===== config.mk =====
export PLATFORM = sky130hd
export DESIGN_NAME = imx_control_top
export DESIGN_NICKNAME = d
export VERILOG_FILES = /design/src/hdl/imx_ctrl_pkg.sv /design/src/hdl/reg_bus_if.sv /design/src/hdl/imx_control_top.sv /design/src/hdl/trigger_gen.sv /design/src/hdl/imx_reg_bank.sv /design/src/hdl/axi_lite_front.sv
export SDC_FILE = /design/constraint.sdc
export NUM_CORES = 1
export LEC_CHECK = 0
export BUFFER_PORTS_ARGS = -buffer_cell sky130_fd_sc_hd__buf_4
export CORE_MARGIN = 3
export CORE_UTILIZATION = 50
export CTS_BUF_LIST = sky130_fd_sc_hd__clkbuf_4
export DETAILED_ROUTE_END_ITERATION = 10
export PLACE_DENSITY = 0.72
export RECOVER_POWER = 50
export SLEW_MARGIN = 20
export SYNTH_ARGS = -nofsm -noshare
export SYNTH_HDL_FRONTEND = slang
export SYNTH_SLANG_ARGS = --single-unit

===== constraint.sdc =====
create_clock -name i_axi_clk -period 4.5 [get_ports i_axi_clk]
set_clock_uncertainty 0.2 [all_clocks]
set_input_delay 1.125 -clock i_axi_clk [delete_from_list [all_inputs] [get_ports i_axi_clk]]
set_output_delay 1.125 -clock i_axi_clk [all_outputs]
set_load 0.005 [all_outputs]

===== src/hdl/imx_ctrl_pkg.sv =====
// Camera control shared definitions
package imx_ctrl_pkg;

  // Bus geometry
  localparam int ADDR_WIDTH   = 8;
  localparam int DATA_WIDTH   = 32;
  localparam int CAMERA_COUNT = 3;

  // Word address drops the two byte-lane bits
  typedef logic [ADDR_WIDTH - 3:0] reg_addr_t;
  typedef logic [DATA_WIDTH - 1:0] reg_data_t;

  // Register map, word addresses
  localparam reg_addr_t REG_CONTROL      = 6'd0;
  localparam reg_addr_t REG_PULSE_WIDTH  = 6'd3;
  localparam reg_addr_t REG_PERIOD       = 6'd4;
  localparam reg_addr_t REG_CAMERA_COUNT = 6'd5;
  localparam reg_addr_t REG_VERSION      = 6'd6;

  // Control register bits
  localparam int CTRL_BIT_CLEAR        = 0;
  localparam int CTRL_BIT_TRIGGER_EN   = 2;
  localparam int CTRL_BIT_MASTER_MODE0 = 12;

  // Reset values, period gives about 200 Hz at 74 MHz
  localparam reg_data_t DEFAULT_PULSE_WIDTH = 32'd100;
  localparam reg_data_t DEFAULT_PERIOD      = 32'd370000;

  // Major 1, minor 0, revision 0
  localparam reg_data_t VERSION_WORD = {4'd1, 8'd0, 4'd0, 16'd0};

  typedef enum logic [1:0] {
    RESP_OKAY   = 2'd0,
    RESP_SLVERR = 2'd2
  } axi_resp_e;

  typedef enum logic [2:0] {
    IDLE,
    WR_REQ,
    RD_REQ,
    WR_RESP,
    RD_RESP,
    REQ_DROP
  } bus_state_e;

  typedef struct packed {
    logic      enable;
    reg_data_t pulse_width;
    reg_data_t period;
  } trigger_cfg_t;

endpackage

===== src/hdl/reg_bus_if.sv =====
// Register access bus
interface reg_bus_if;

  // Request side
  logic                  req;
  logic                  write;
  imx_ctrl_pkg::reg_addr_t addr;
  imx_ctrl_pkg::reg_data_t wdata;

  // Completion side, valid while ack is high
  imx_ctrl_pkg::reg_data_t rdata;
  logic                  err;
  logic                  ack;

  modport front (
    output req,
    output write,
    output addr,
    output wdata,
    input  rdata,
    input  err,
    input  ack
  );

  modport bank (
    input  req,
    input  write,
    input  addr,
    input  wdata,
    output rdata,
    output err,
    output ack
  );

endinterface


===== src/hdl/imx_control_top.sv =====
// Camera trigger and mode controller
module imx_control_top (
  input  logic                                    i_axi_clk,
  input  logic                                    i_axi_rst_n,
  input  logic                                    i_awvalid,
  input  logic [imx_ctrl_pkg::ADDR_WIDTH - 1:0]   i_awaddr,
  output logic                                    o_awready,
  input  logic                                    i_wvalid,
  input  imx_ctrl_pkg::reg_data_t                 i_wdata,
  output logic                                    o_wready,
  output logic                                    o_bvalid,
  input  logic                                    i_bready,
  output imx_ctrl_pkg::axi_resp_e                 o_bresp,
  input  logic                                    i_arvalid,
  input  logic [imx_ctrl_pkg::ADDR_WIDTH - 1:0]   i_araddr,
  output logic                                    o_arready,
  output logic                                    o_rvalid,
  input  logic                                    i_rready,
  output imx_ctrl_pkg::axi_resp_e                 o_rresp,
  output imx_ctrl_pkg::reg_data_t                 o_rdata,
  output logic [imx_ctrl_pkg::CAMERA_COUNT - 1:0] o_cam_trigger,
  output logic [imx_ctrl_pkg::CAMERA_COUNT - 1:0] o_cam_xclear_n,
  output logic [imx_ctrl_pkg::CAMERA_COUNT - 1:0] o_cam_master_mode
);

  logic                                    w_axi_rst;
  logic                                    w_trigger;
  logic [imx_ctrl_pkg::CAMERA_COUNT - 1:0] w_cam_clear;
  imx_ctrl_pkg::trigger_cfg_t              w_cfg;

  // Board reset is active low
  assign w_axi_rst = ~i_axi_rst_n;

  reg_bus_if u_reg_bus ();

  axi_lite_front u_front (
    .i_axi_clk (i_axi_clk),
    .i_axi_rst (w_axi_rst),
    .i_awvalid (i_awvalid),
    .i_awaddr  (i_awaddr),
    .o_awready (o_awready),
    .i_wvalid  (i_wvalid),
    .i_wdata   (i_wdata),
    .o_wready  (o_wready),
    .o_bvalid  (o_bvalid),
    .i_bready  (i_bready),
    .o_bresp   (o_bresp),
    .i_arvalid (i_arvalid),
    .i_araddr  (i_araddr),
    .o_arready (o_arready),
    .o_rvalid  (o_rvalid),
    .i_rready  (i_rready),
    .o_rresp   (o_rresp),
    .o_rdata   (o_rdata),
    .bus       (u_reg_bus.front)
  );

  imx_reg_bank u_bank (
    .i_axi_clk         (i_axi_clk),
    .i_axi_rst         (w_axi_rst),
    .bus               (u_reg_bus.bank),
    .o_cfg             (w_cfg),
    .o_cam_clear       (w_cam_clear),
    .o_cam_master_mode (o_cam_master_mode)
  );

  trigger_gen u_trigger (
    .i_axi_clk (i_axi_clk),
    .i_axi_rst (w_axi_rst),
    .i_cfg     (w_cfg),
    .o_trigger (w_trigger)
  );

  // One trigger source shared by all cameras
  assign o_cam_trigger  = {imx_ctrl_pkg::CAMERA_COUNT{w_trigger}};
  assign o_cam_xclear_n = ~w_cam_clear;

endmodule


===== src/hdl/trigger_gen.sv =====
// Periodic camera trigger
module trigger_gen (
  input  logic                       i_axi_clk,
  input  logic                       i_axi_rst,
  input  imx_ctrl_pkg::trigger_cfg_t i_cfg,
  output logic                       o_trigger
);

  imx_ctrl_pkg::reg_data_t r_count;
  imx_ctrl_pkg::reg_data_t w_period;
  logic                    w_wrap;

  // Period of 0 or 1 means a constant level
  assign w_period = (i_cfg.period < 32'd2) ? 32'd1 : i_cfg.period;

  // Also wraps when the period shrinks below the count
  assign w_wrap = (r_count >= w_period - 32'd1);

  always_ff @(posedge i_axi_clk) begin
    if (i_axi_rst || !i_cfg.enable) begin
      r_count   <= '0;
      o_trigger <= 1'b0;
    end else begin
      if (w_wrap) begin
        r_count <= '0;
      end else begin
        r_count <= r_count + 32'd1;
      end
      // Pulse covers the first pulse_width counts
      o_trigger <= (r_count < i_cfg.pulse_width);
    end
  end

  a_trigger_off: assert property (@(posedge i_axi_clk) disable iff (i_axi_rst)
    !i_cfg.enable |=> !o_trigger);

endmodule


===== src/hdl/imx_reg_bank.sv =====
// Camera control register bank
module imx_reg_bank (
  input  logic                                    i_axi_clk,
  input  logic                                    i_axi_rst,
  reg_bus_if.bank                                 bus,
  output imx_ctrl_pkg::trigger_cfg_t              o_cfg,
  output logic [imx_ctrl_pkg::CAMERA_COUNT - 1:0] o_cam_clear,
  output logic [imx_ctrl_pkg::CAMERA_COUNT - 1:0] o_cam_master_mode
);

  logic                                    r_clear;
  logic                                    r_trigger_en;
  logic [imx_ctrl_pkg::CAMERA_COUNT - 1:0] r_master_mode;
  imx_ctrl_pkg::reg_data_t                 r_pulse_width;
  imx_ctrl_pkg::reg_data_t                 r_period;
  imx_ctrl_pkg::reg_data_t                 w_control_word;
  imx_ctrl_pkg::reg_data_t                 w_read_data;
  logic                                    w_mapped;
  logic                                    w_access;

  // One access per request on its first cycle
  assign w_access = bus.req && !bus.ack;

  always_comb begin
    w_control_word = '0;
    w_control_word[imx_ctrl_pkg::CTRL_BIT_CLEAR]      = r_clear;
    w_control_word[imx_ctrl_pkg::CTRL_BIT_TRIGGER_EN] = r_trigger_en;
    w_control_word[imx_ctrl_pkg::CTRL_BIT_MASTER_MODE0 +: imx_ctrl_pkg::CAMERA_COUNT] =
      r_master_mode;
  end

  // Address decode and read mux
  always_comb begin
    w_mapped    = 1'b1;
    w_read_data = '0;
    case (bus.addr)
      imx_ctrl_pkg::REG_CONTROL:      w_read_data = w_control_word;
      imx_ctrl_pkg::REG_PULSE_WIDTH:  w_read_data = r_pulse_width;
      imx_ctrl_pkg::REG_PERIOD:       w_read_data = r_period;
      imx_ctrl_pkg::REG_CAMERA_COUNT: w_read_data = imx_ctrl_pkg::CAMERA_COUNT;
      imx_ctrl_pkg::REG_VERSION:      w_read_data = imx_ctrl_pkg::VERSION_WORD;
      default:                        w_mapped    = 1'b0;
    endcase
  end

  always_ff @(posedge i_axi_clk) begin
    if (i_axi_rst) begin
      bus.ack       <= 1'b0;
      r_clear       <= 1'b0;
      r_trigger_en  <= 1'b0;
      r_master_mode <= '0;
      r_pulse_width <= imx_ctrl_pkg::DEFAULT_PULSE_WIDTH;
      r_period      <= imx_ctrl_pkg::DEFAULT_PERIOD;
    end else begin
      // Ack tracks req one cycle behind
      bus.ack <= bus.req;
      if (w_access && bus.write) begin
        case (bus.addr)
          imx_ctrl_pkg::REG_CONTROL: begin
            r_clear       <= bus.wdata[imx_ctrl_pkg::CTRL_BIT_CLEAR];
            r_trigger_en  <= bus.wdata[imx_ctrl_pkg::CTRL_BIT_TRIGGER_EN];
            r_master_mode <=
              bus.wdata[imx_ctrl_pkg::CTRL_BIT_MASTER_MODE0 +: imx_ctrl_pkg::CAMERA_COUNT];
          end
          imx_ctrl_pkg::REG_PULSE_WIDTH: r_pulse_width <= bus.wdata;
          imx_ctrl_pkg::REG_PERIOD:      r_period      <= bus.wdata;
          // Read-only and unmapped words keep their state
          default: ;
        endcase
      end
    end
  end

  // Completion data held until the next access
  always_ff @(posedge i_axi_clk) begin
    if (w_access) begin
      bus.rdata <= w_read_data;
      bus.err   <= !w_mapped;
    end
  end

  assign o_cfg.enable      = r_trigger_en;
  assign o_cfg.pulse_width = r_pulse_width;
  assign o_cfg.period      = r_period;

  // Same clear for every camera
  assign o_cam_clear       = {imx_ctrl_pkg::CAMERA_COUNT{r_clear}};
  assign o_cam_master_mode = r_master_mode;

  // Front end still holds req when ack comes up
  a_ack_needs_req: assert property (@(posedge i_axi_clk) disable iff (i_axi_rst)
    $rose(bus.ack) |-> bus.req);

endmodule


===== src/hdl/axi_lite_front.sv =====
// AXI-Lite slave front end
module axi_lite_front (
  input  logic                                      i_axi_clk,
  input  logic                                      i_axi_rst,
  input  logic                                      i_awvalid,
  input  logic [imx_ctrl_pkg::ADDR_WIDTH - 1:0]     i_awaddr,
  output logic                                      o_awready,
  input  logic                                      i_wvalid,
  input  imx_ctrl_pkg::reg_data_t                   i_wdata,
  output logic                                      o_wready,
  output logic                                      o_bvalid,
  input  logic                                      i_bready,
  output imx_ctrl_pkg::axi_resp_e                   o_bresp,
  input  logic                                      i_arvalid,
  input  logic [imx_ctrl_pkg::ADDR_WIDTH - 1:0]     i_araddr,
  output logic                                      o_arready,
  output logic                                      o_rvalid,
  input  logic                                      i_rready,
  output imx_ctrl_pkg::axi_resp_e                   o_rresp,
  output imx_ctrl_pkg::reg_data_t                   o_rdata,
  reg_bus_if.front                                  bus
);

  imx_ctrl_pkg::bus_state_e r_state;
  logic                     w_wr_accept;
  logic                     w_rd_accept;

  // Write wins when both channels are waiting
  assign w_wr_accept = (r_state == imx_ctrl_pkg::IDLE) && i_awvalid && i_wvalid;
  assign w_rd_accept = (r_state == imx_ctrl_pkg::IDLE) && !w_wr_accept && i_arvalid;

  always_ff @(posedge i_axi_clk) begin
    if (i_axi_rst) begin
      r_state   <= imx_ctrl_pkg::IDLE;
      o_awready <= 1'b0;
      o_wready  <= 1'b0;
      o_arready <= 1'b0;
      o_bvalid  <= 1'b0;
      o_rvalid  <= 1'b0;
      o_bresp   <= imx_ctrl_pkg::RESP_OKAY;
      o_rresp   <= imx_ctrl_pkg::RESP_OKAY;
      bus.req   <= 1'b0;
      bus.write <= 1'b0;
    end else begin
      // Ready strobes last a single cycle
      o_awready <= 1'b0;
      o_wready  <= 1'b0;
      o_arready <= 1'b0;
      case (r_state)
        imx_ctrl_pkg::IDLE: begin
          if (w_wr_accept) begin
            o_awready <= 1'b1;
            o_wready  <= 1'b1;
            bus.req   <= 1'b1;
            bus.write <= 1'b1;
            r_state   <= imx_ctrl_pkg::WR_REQ;
          end else if (w_rd_accept) begin
            o_arready <= 1'b1;
            bus.req   <= 1'b1;
            bus.write <= 1'b0;
            r_state   <= imx_ctrl_pkg::RD_REQ;
          end
        end
        imx_ctrl_pkg::WR_REQ: begin
          if (bus.ack) begin
            bus.req  <= 1'b0;
            o_bresp  <= bus.err ? imx_ctrl_pkg::RESP_SLVERR : imx_ctrl_pkg::RESP_OKAY;
            o_bvalid <= 1'b1;
            r_state  <= imx_ctrl_pkg::WR_RESP;
          end
        end
        imx_ctrl_pkg::RD_REQ: begin
          if (bus.ack) begin
            bus.req  <= 1'b0;
            o_rresp  <= bus.err ? imx_ctrl_pkg::RESP_SLVERR : imx_ctrl_pkg::RESP_OKAY;
            o_rvalid <= 1'b1;
            r_state  <= imx_ctrl_pkg::RD_RESP;
          end
        end
        imx_ctrl_pkg::WR_RESP: begin
          if (i_bready) begin
            o_bvalid <= 1'b0;
            r_state  <= imx_ctrl_pkg::REQ_DROP;
          end
        end
        imx_ctrl_pkg::RD_RESP: begin
          if (i_rready) begin
            o_rvalid <= 1'b0;
            r_state  <= imx_ctrl_pkg::REQ_DROP;
          end
        end
        imx_ctrl_pkg::REQ_DROP: begin
          // Bank must release ack before the next request
          if (!bus.ack) begin
            r_state <= imx_ctrl_pkg::IDLE;
          end
        end
        default: r_state <= imx_ctrl_pkg::IDLE;
      endcase
    end
  end

  // Address and data capture
  always_ff @(posedge i_axi_clk) begin
    if (w_wr_accept) begin
      bus.addr  <= i_awaddr[imx_ctrl_pkg::ADDR_WIDTH - 1:2];
      bus.wdata <= i_wdata;
    end else if (w_rd_accept) begin
      bus.addr  <= i_araddr[imx_ctrl_pkg::ADDR_WIDTH - 1:2];
    end
    if (r_state == imx_ctrl_pkg::RD_REQ && bus.ack) begin
      o_rdata <= bus.rdata;
    end
  end

  // Bank follows the four-phase release
  a_ack_release: assert property (@(posedge i_axi_clk) disable iff (i_axi_rst)
    (!bus.req && !$past(bus.req)) |-> !bus.ack);

  a_bvalid_hold: assert property (@(posedge i_axi_clk) disable iff (i_axi_rst)
    (o_bvalid && !i_bready) |=> o_bvalid);

endmodule


After elaboration in Yosys (flattened, before gate mapping)
Index checks and enable logic that the tools add are counted.
{ "totals": {"elab_cells": 106, "register_bits": 219, "in_bits": 55, "out_inout_bits": 50} }
{ "classes": {"reduce_logical": 33, "magnitude_cmp": 3, "addsub": 2, "eq_ne": 16, "muxes": 27, "bitwise_logic": 3} }
{ "op_table": {"columns": ["cell", "count"], "rows": [
  ["$pmux 32 s5", 1],
  ["$add 32x1->32 const B", 1],
  ["$ge 32x32->1", 1],
  ["$lt 32x2->1 const B", 1],
  ["$lt 32x32->1", 1],
  ["$mux 32", 1],
  ["$sub 32x1->32 const B", 1],
  ["$mux 3", 7],
  ["$eq 6x3->1 const B", 3],
  ["$pmux 3 s6", 1],
  ["$reduce_and 2->1", 7],
  ["$mux 6", 2],
  ["$mux 1", 11],
  ["$reduce_and 3->1", 3],
  ["$reduce_bool 2->1", 4],
  ["$logic_and 1x1->1", 7],
  ["$eq 3x2->1 const B", 2],
  ["$eq 3x3->1 const B", 2],
  ["$eq 6x2->1 const B", 1],
  ["$logic_not 6->1", 1],
  ["$ne 2x1->1 const B", 3],
  ["$ne 2x2->1 const B", 3],
  ["$pmux 1 s2", 3],
  ["$reduce_and 6->1", 1],
  ["11 further kinds", 16]
]} }

Logic depth before layout (Yosys ltp)
Gate-level depths: netlist of the first run.
{ "depth": {"depth_word": 9, "ltp_mapped": 18} }

Modules after synthesis
A second synthesis of the first run with hierarchy kept.
{ "unflattened": {"cells_unflattened": 975, "area_unflattened_um2": 10667.7} }
{ "by_module_without_submodules": {"columns": ["module", "cells_per_inst", "area_each_um2", "n_inst", "seq_area_each_um2"], "rows": [
  ["imx_reg_bank", 384, 4376.7, 1, 2392.3],
  ["trigger_gen", 445, 3534.6, 1, 660.6],
  ["axi_lite_front", 139, 2718.9, 1, 2322.2],
  ["imx_control_top", 7, 37.5, 1, 0.0]
]} }

Worst setup path before layout of the first run
OpenSTA, ideal clock, no wires.
{ "synth_path": {"path_type": "reg-to-reg", "startpoint": "reg u_bank.r_period[22]", "endpoint": "reg u_trigger.r_count[10]", "arrival_ns": 4.477, "required_ns": 4.214, "path_slack_ns": -0.263, "stages_incl_launch_ff": 18, "synth_period_minus_slack_ns": 4.763, "setup_time_ns": 0.086, "cell_sequence": "dfxtp_1 or4_4 or4_4 nor3_1 a31oi_1 ha_1 and4b_1 clkbuf_1 nand4_1 nor2_1 xnor2_1 ha_1 a21oi_1 a21boi_0 a2111oi_2 nand2_1 clkbuf_1 a211oi_1"} }
{ "synth_between": {"elab_chain_len": 5} }
{ "synth_lines": {"columns": ["item", "line", "source"], "rows": [
  ["start: declaration", "imx_reg_bank.sv:15", "imx_ctrl_pkg::reg_data_t r_period;"],
  ["start signal: assignment", "imx_reg_bank.sv:53", "r_period <= imx_ctrl_pkg::DEFAULT_PERIOD;"],
  ["start signal: assignment", "imx_reg_bank.sv:66", "imx_ctrl_pkg::REG_PERIOD: r_period <= bus.wdata;"],
  ["$lt 32x2->1", "trigger_gen.sv:14", "assign w_period = (i_cfg.period < 32'd2) ? 32'd1 : i_cfg.period;"],
  ["$mux 32 (*)", "trigger_gen.sv:14", null],
  ["$sub 32x1->32 (*)", "trigger_gen.sv:17", "assign w_wrap = (r_count >= w_period - 32'd1);"],
  ["$ge 32x32->1 (*)", "trigger_gen.sv:17", null],
  ["$reduce_or 2->1 (no source line) (*)", null, null],
  ["end signal: assignment", "trigger_gen.sv:27", "r_count <= r_count + 32'd1;"],
  ["end: declaration", "trigger_gen.sv:9", "imx_ctrl_pkg::reg_data_t r_count;"]
]} }
Every way passes the cells marked *; elsewhere a longest branch is shown, timed or not.
A chain may end at the register's enable or synchronous reset.

Worst setup path after layout of the first run
{ "layout_path": {"startpoint": "reg u_bank.r_period[22]", "endpoint": "reg u_trigger.r_count[8]"} }
Same word-level chain as after synthesis.

==> summary.txt, run 1 <==
Logic synthesis
  • Synth Area in Adders: 7.86%
  • Sequential area share after synthesis: 52.0%
  • Post-synthesis xor/xnor area fraction: 3.56%
  • Mux cell area share after synthesis: 0.774%
  • Yosys warning count: 0
  • Post-synthesis async set-or-reset flop share: 0%
  • Syn_area_per_cell: 9.88 um^2
  • Yosys top cell area share: 29.9%
  • Gate Count Post-Synth: 1047
  • Count of cell types in the netlist: 55
  • Number of synthesized flops with an enable pin: 103
  • Synthesized flop and latch total: 217
  • Top cells by area, synth: edfxtp_1, dfxtp_1, ha_1, nand2_1, a21oi_1
  • Post-synthesis simple-gate area fraction: 16.8%
  • Mapped Area: 0.0103 mm^2
  • Largest family of logic cells by synthesized area: simple AND/OR/NAND/NOR gates
  • Dominant cell type by area after synthesis: edfxtp_1
  • Synth Area in Compound Gates: 14.7%
  • Main synth FF type: dfxtp_1

STA
  • Final Max Slew Viols: 89
  • Fin. Hold Viols: 0
  • Max-slew headroom: -47.1%
  • Final Cycle Share: 97.3%
  • Setup violations, final: 0
  • Hold Slack: 0.210 ns
  • Crit path time final: 4.38 ns
  • Setup WS post-layout: 0.120 ns
  • Measured slew at the worst slew-check pin: 2.21 ns
  • Fmax: 0.228 GHz

Clock network
  • CTS root buffer: clkbuf_4
  • Clk_lat worst skew: 0.67 ns
  • Clk slew on worst S/H paths: 0.07 ns
  • Cts hold-fix bufs: 0
  • CTS Sinks: 217
  • TritonCTS Buffers: 53
  • Clock tree buffer depth: 3
  • CTS tree: yes
  • H-tree lvl count: 2

Global routing
  • Largest net degree at the start of global routing: 50
  • Tot GR Track Use: 23.7%
  • First-pass GRT wire length: 42500 um
  • GRT overflow: 0
  • Vias in the first global route: 8336
  • Initial antenna violation count: 1

Status
  • Failing checks: capacitance limit, slew limit
  • Status: complete, but fails checks

Routing
  • Vias: 8561
  • Wire per inst: 17.6 um
  • Drt via density: 5.68
  • Detail Route Antenna Nets: 0
  • DRT Pass-1 Iters: 5
  • DRT Wirelength: 26600 um
  • DRC Markers: 0
  • Initial DRC Count: 757

Setup path
  • Critical Path RT: 4.86 ns
  • CP arrival: 4.74 ns
  • CP endpoint kind: flop
  • FF-to-FF Start: u_bank.r_period[22]$_SDFFE_PN0P_
  • Worst Path Max Fanout: 14
  • CP Class: reg2reg
  • Worst Setup SP: u_bank.r_period[22]$_SDFFE_PN0P_
  • Startpoint Class: flop

Cells and area
  • Most frequent cells in the layout: nand2_1, clkbuf_4, dfxtp_1
  • Commonest non-fill, non-tap cell in the layout: nand2_1
  • Fin area: 0.0125 mm^2
  • Area grow syn2layout: 20.8%
  • Final #Nets: 1318
  • Share of cells above drive strength 1: 21.4%

Die
  • Die Y: 150 um
  • I/O pin count: 105
  • Initial Util: 52.0%
  • Die W: 150 um
  • Total Die Area: 0.0224 mm^2
  • Rows: 51
  • Core area: 0.0199 mm^2

Worst hold path
  • Hold Crit Class: reg2reg
  • Worst Hold Launch: u_bank.bus.rdata[27]$_DFFE_PP_

Run
  • Max_cap viols: 2

Placed design
  • Routability congestion estimate from global placement: 0.963
  • Pre-CTS setup slack: 0.0345 ns
  • IO buf count: 98
  • Cell Area, Placed: 0.0116 mm^2
  • DP HPWL: 18200 um

Pwr
  • Pwr Density: 332 mW/mm^2
  • Peak VDD IR: 0.276 mV
  • Leak: 4.74 nW
  • Pwr Total: 4.14 mW
==> cell type report <==
cell class              count  area, um^2
diodes                      1        2.50
clock buffers              88         661
clock inverters            11        75.1
fillers                  1715        7420
inverters                  51         191
multi-input cells         721        4630
flip-flops and latches    217        5380
well taps                 265         332
repair buffers            154        1220
==> flip-flops by register name, summed over array words and instances (netlist names) <==
name                      count
u_bank.r_period              32
u_front.r_state               3
u_bank.r_trigger_en           1
u_bank.r_pulse_width         32
u_front.bus.write             1
u_front.o_bvalid              1
u_front.o_rresp               1
u_front.bus.wdata            32
u_front.bus.addr              6
u_bank.bus.rdata             32
u_front.o_rvalid              1
u_bank.r_clear                1
u_bank.bus.err                1
u_front.o_bresp               1
u_bank.o_cam_master_mode      3
u_trigger.o_trigger           1
u_front.o_rdata              32
u_front.o_arready             1
u_front.o_awready             1
u_trigger.r_count            32
u_front.bus.req               1
u_bank.bus.ack                1
==> synthesized netlist by cell type (all sizes together) (23+ instances only) <==
| library cell | number |
|---|---|
| inv | 51 |
| clkbuf | 46 |
| nor3 | 32 |
| a22o | 25 |
| edfxtp | 103 |
| nor2 | 42 |
| xnor2 | 27 |
| nand2 | 180 |
| nand4 | 23 |
| nand3 | 37 |
| a21oi | 97 |
| o211ai | 25 |
| ha | 65 |
| dfxtp | 114 |
==> kinds of logic after synthesis <==
group                    Yosys count
AND/OR/NAND/NOR                  375
AO/OA/AOI/OAI                    229
flip-flops                       217
buffers and inverters            110
adder cells (fa/ha/maj)           65
XOR/XNOR                          42
multiplexers                       8
other                              1
==> what timing repair did <==
action	4_1_cts	5_1_grt
endpoints found under the hold margin	0	0
pin swaps	1	6
setup buffers	0	2
endpoints found under the setup margin	2	32
gates resized for setup	1	20
cloned	0	3
==> metal layers <==
metal	vias up	global-route usage, %	part of all wire, %
met4	0	9.33	3.2
met5	-	0	0
met1	4055	30.7	42
met3	59	4.30	6.3
met2	306	39.4	48
li1	4141	-	-
==> through the flow <==
stage,setup TNS [ns],std cells,utilization [%]
after CTS,0,1502,62.1
after detailed placement,0,1403,58.4
final,0,1508,62.7
after global placement,0,1403,58.4
after global routing,-0.270,1508,62.7
after floorplan,0,1048,-
==> path summary, 6_finish.rpt <==
kind / to / slack (ns) / cells past startpoint
worst max-delay path: u_trigger.r_count[8]$_SDFF_PP0_ / 0.12 / 17
worst min-delay path: u_front.o_rdata[27]$_DFFE_PP_ / 0.21 / 0
worst max register to register: u_trigger.r_count[8]$_SDFF_PP0_ / 0.12 / 17
worst min register to register: u_front.o_rdata[27]$_DFFE_PP_ / 0.21 / 0
==> where the power goes <==
group | switching (mW) | internal (mW) | total [mW]
Combinational | 0.119 | 0.0713 | 0.190
Clock | 0.786 | 0.939 | 1.73
Sequential | 0.0496 | 2.18 | 2.23
Total | 0.955 | 3.19 | 4.14
==> critical path, stage by stage, from the launching register on <==
cell and delay (ns):
dfxtp_1 0.31, or4_4 0.54, or4_4 0.53, nor3_4 0.25, a31oi_2 0.13, ha_1 0.21, and4b_1 0.21, nand4_1 0.15
buf_4 0.16, buf_4 0.10, xor2_1 0.06, ha_1 0.22, a2111oi_1 0.49, a2111oi_2 0.13, o21ai_1 0.15, nand2_1 0.12
buf_12 0.18, a211oi_1 0.17
Note: power is estimated with default switching activity, not from simulation.
==> inputs of run 2 (changes only) <==
==> constraint.sdc (replaced) <==
create_clock -name i_axi_clk -period 3.6 [get_ports i_axi_clk]
set_clock_uncertainty 0.2 [all_clocks]
set_input_delay 0.9 -clock i_axi_clk [delete_from_list [all_inputs] [get_ports i_axi_clk]]
set_output_delay 0.9 -clock i_axi_clk [all_outputs]
set_load 0.005 [all_outputs]
==> summary.txt, run 2 (synthesis results as in run 1) <==
Status
  • Status: complete, but fails checks
  • Failing checks: capacitance limit, slew limit, setup timing

Clock network
  • TritonCTS Buffers: 55 (+3.8%)
  • Clk slew on worst S/H paths: 0.07 ns (about the same)
  • CTS tree: yes
  • Clk_lat worst skew: 0.67 ns (about the same)
  • CTS Sinks: 217 (unchanged)
  • H-tree lvl count: 2 (unchanged)
  • CTS root buffer: clkbuf_4
  • Cts hold-fix bufs: 0 (unchanged)
  • Clock tree buffer depth: 3 (unchanged)

Cells and area
  • Final #Nets: 1355 (+2.8%)
  • Share of cells above drive strength 1: 24.3% (+2.9 points)
  • Most frequent cells in the layout: nand2_1, buf_4, clkbuf_4
  • Layout Utilization: 64.4% (+1.7 points)
  • Filler cells: 1666 (-2.9%)
  • Commonest non-fill, non-tap cell in the layout: nand2_1
  • Cell Count, Final, Fillers Out: 1548 (+2.7%)
  • Fin area: 0.0128 mm^2 (+2.7%)
  • Area grow syn2layout: 24.0%

Die
  • Rows: 51 (unchanged)
  • I/O pin count: 105 (unchanged)
  • Core area: 0.0199 mm^2 (unchanged)
  • Initial Util: 52.0% (unchanged)
  • Die Y: 150 um (unchanged)
  • Die W: 150 um (unchanged)
  • Total Die Area: 0.0224 mm^2 (unchanged)

STA
  • Fin. Hold Viols: 0 (unchanged)
  • Setup WS post-layout: -0.615 ns (-0.734 ns)
  • Hold Slack: 0.216 ns (+0.00602 ns)
  • Final Cycle Share: 117% (+20 points)
  • Crit path time final: 4.21 ns (-0.166 ns)
  • Max-slew headroom: -39.1% (+8.0 points)
  • Setup TNS: -18.89 ns (-18.89 ns)
  • Final Max Slew Viols: 154 (+73%)
  • Setup violations, final: 32 (+32)
  • Fmax: 0.237 GHz (+3.9%)
  • Measured slew at the worst slew-check pin: 2.09 ns (-0.120 ns)
  • RSZ-0062 raised after global routing: yes

Pwr
  • Switching share of power: 23.7% (+0.63 points)
  • Leak: 4.93 nW (+4.1%)
  • Reg power frac: 54.4% (+0.6 points)
  • Pwr Density: 399 mW/mm^2 (+20%)
  • Comb power frac: 4.7% (about the same)
  • Pwr Total: 5.11 mW (+23%)
  • Switching pwr: 1.21 mW (+27%)
  • Internal power: 3.90 mW (+22%)
  • Clock group share of total power: 40.9% (-0.8 points)
  • Peak VDD IR: 0.276 mV (about the same)

Setup path
  • Flop2flop setup slack: -0.61 ns (-0.73 ns)
  • CP endpoint kind: flop
  • Startpoint Class: flop
  • Worst Path Max Fanout: 14 (unchanged)
  • CP Class: reg2reg
  • Critical Path RT: 3.98 ns (-0.88 ns)
  • CP arrival: 4.60 ns (-0.14 ns)

Placed design
  • IO buf count: 98 (unchanged)
  • Cell Area, Placed: 0.0119 mm^2 (+2.6%)
  • DP HPWL: 18400 um (+1.2%)
  • Cells after DPL: 1431 (+2.0%)
  • Routability congestion estimate from global placement: 0.904 (-6.1%)
  • Pre-CTS setup slack: -0.720 ns (-0.755 ns)

Routing
  • Initial DRC Count: 759 (+0.26%)
  • Vias: 8706 (+1.7%)
  • DRC Markers: 0 (unchanged)
  • DRT Wirelength: 26700 um (+0.37%)
  • Detail Route Antenna Nets: 0 (unchanged)
  • DRT Pass-1 Iters: 6 (+1)
  • Wire per inst: 17.2 um (-2.2%)
  • Drt via density: 5.62 (-0.93%)

Global routing
  • Tot GR Track Use: 24.1% (+0.39 points)
  • Vias in the first global route: 8579 (+2.9%)
  • Largest net degree at the start of global routing: 57 (+14%)
  • Met1 Track Usage GR: 32.0% (+1.3 points)
  • Initial antenna violation count: 1 (unchanged)
  • GRT overflow: 0 (unchanged)
  • Most crowded layer after global routing: met2
  • Met2 Use GR: 39.5% (+0.045 points)
  • Met3 usage: 4.24% (-0.061 points)
  • First-pass GRT wire length: 43400 um (+2.0%)

Run
  • Max_cap viols: 4 (+2)

Worst hold path
  • Hold Crit Class: reg2reg
[run 2: cell count changes in the layout (fill, tap and decap cells not counted), sizes merged]
cell,change
clkbuf,-32
buf,+65
bufinv,-1
clkinv,+6
clkinvlp,+1
inv,+1
[run 2: layer usage]
metal / wire length (um) / up-vias
li1: - / 4215
met2: 12500 / 315
met3: 1740 / 60
met4: 805 / 0
met1: 11600 / 4116
met5: 0 / -
[run 2: worst paths after layout]
path / depth (start not counted) / end / from
max: 17 / u_trigger.r_count[3]$_SDFF_PP0_ / u_bank.r_period[25]$_SDFFE_PN0P_
min: 0 / u_front.o_rdata[20]$_DFFE_PP_ / u_bank.bus.rdata[20]$_DFFE_PP_
max reg2reg: 17 / u_trigger.r_count[3]$_SDFF_PP0_ / u_bank.r_period[25]$_SDFFE_PN0P_
min reg2reg: 0 / u_front.o_rdata[20]$_DFFE_PP_ / u_bank.bus.rdata[20]$_DFFE_PP_
[run 2: final cells by class]
class,instances,area [um^2],share of cell area [%]
Tap cell,265,332,2.58
Sequential cell,217,5380,41.9
Multi-Input combinational cell,721,4690,36.6
Inverter,51,191,1.49
Timing Repair Buffer,189,1510,11.8
Antenna cell,1,2.50,0.0195
Clock inverter,18,80.1,0.624
Clock buffer,86,646,5.03
[run 2: timing repair]
item | 4_1_cts | 5_1_grt
endpoints found under the setup margin | 32 | 32
cloned | 3 | 0
setup buffers | 9 | 0
endpoints found under the hold margin | 0 | 0
resized for setup | 16 | 2
pin swaps | 8 | 2
[run 2: worst max-delay path, stage by stage (launching register included)]
cell,delay (ns)
dfxtp_1,0.31
or4_4,0.54
or4_4,0.53
nor3_4,0.18
a31oi_1,0.14
ha_2,0.21
and4b_1,0.21
and3_4,0.20
nand3_2,0.07
xnor2_1,0.12
ha_1,0.25
nand4_1,0.16
inv_1,0.10
a2111oi_4,0.34
buf_4,0.20
nand2_2,0.06
buf_12,0.16
a211oi_1,0.16
[run 2: power by group through the flow]
stage	Combinational [mW]	Clock, mW	Sequential [mW]
after floorplan	0.144	0	2.81
after global placement	0.244	0	2.83
after detailed placement	0.250	0	2.83
after CTS	0.251	2.14	2.78
after global routing	0.270	2.29	2.79
final	0.241	2.09	2.78
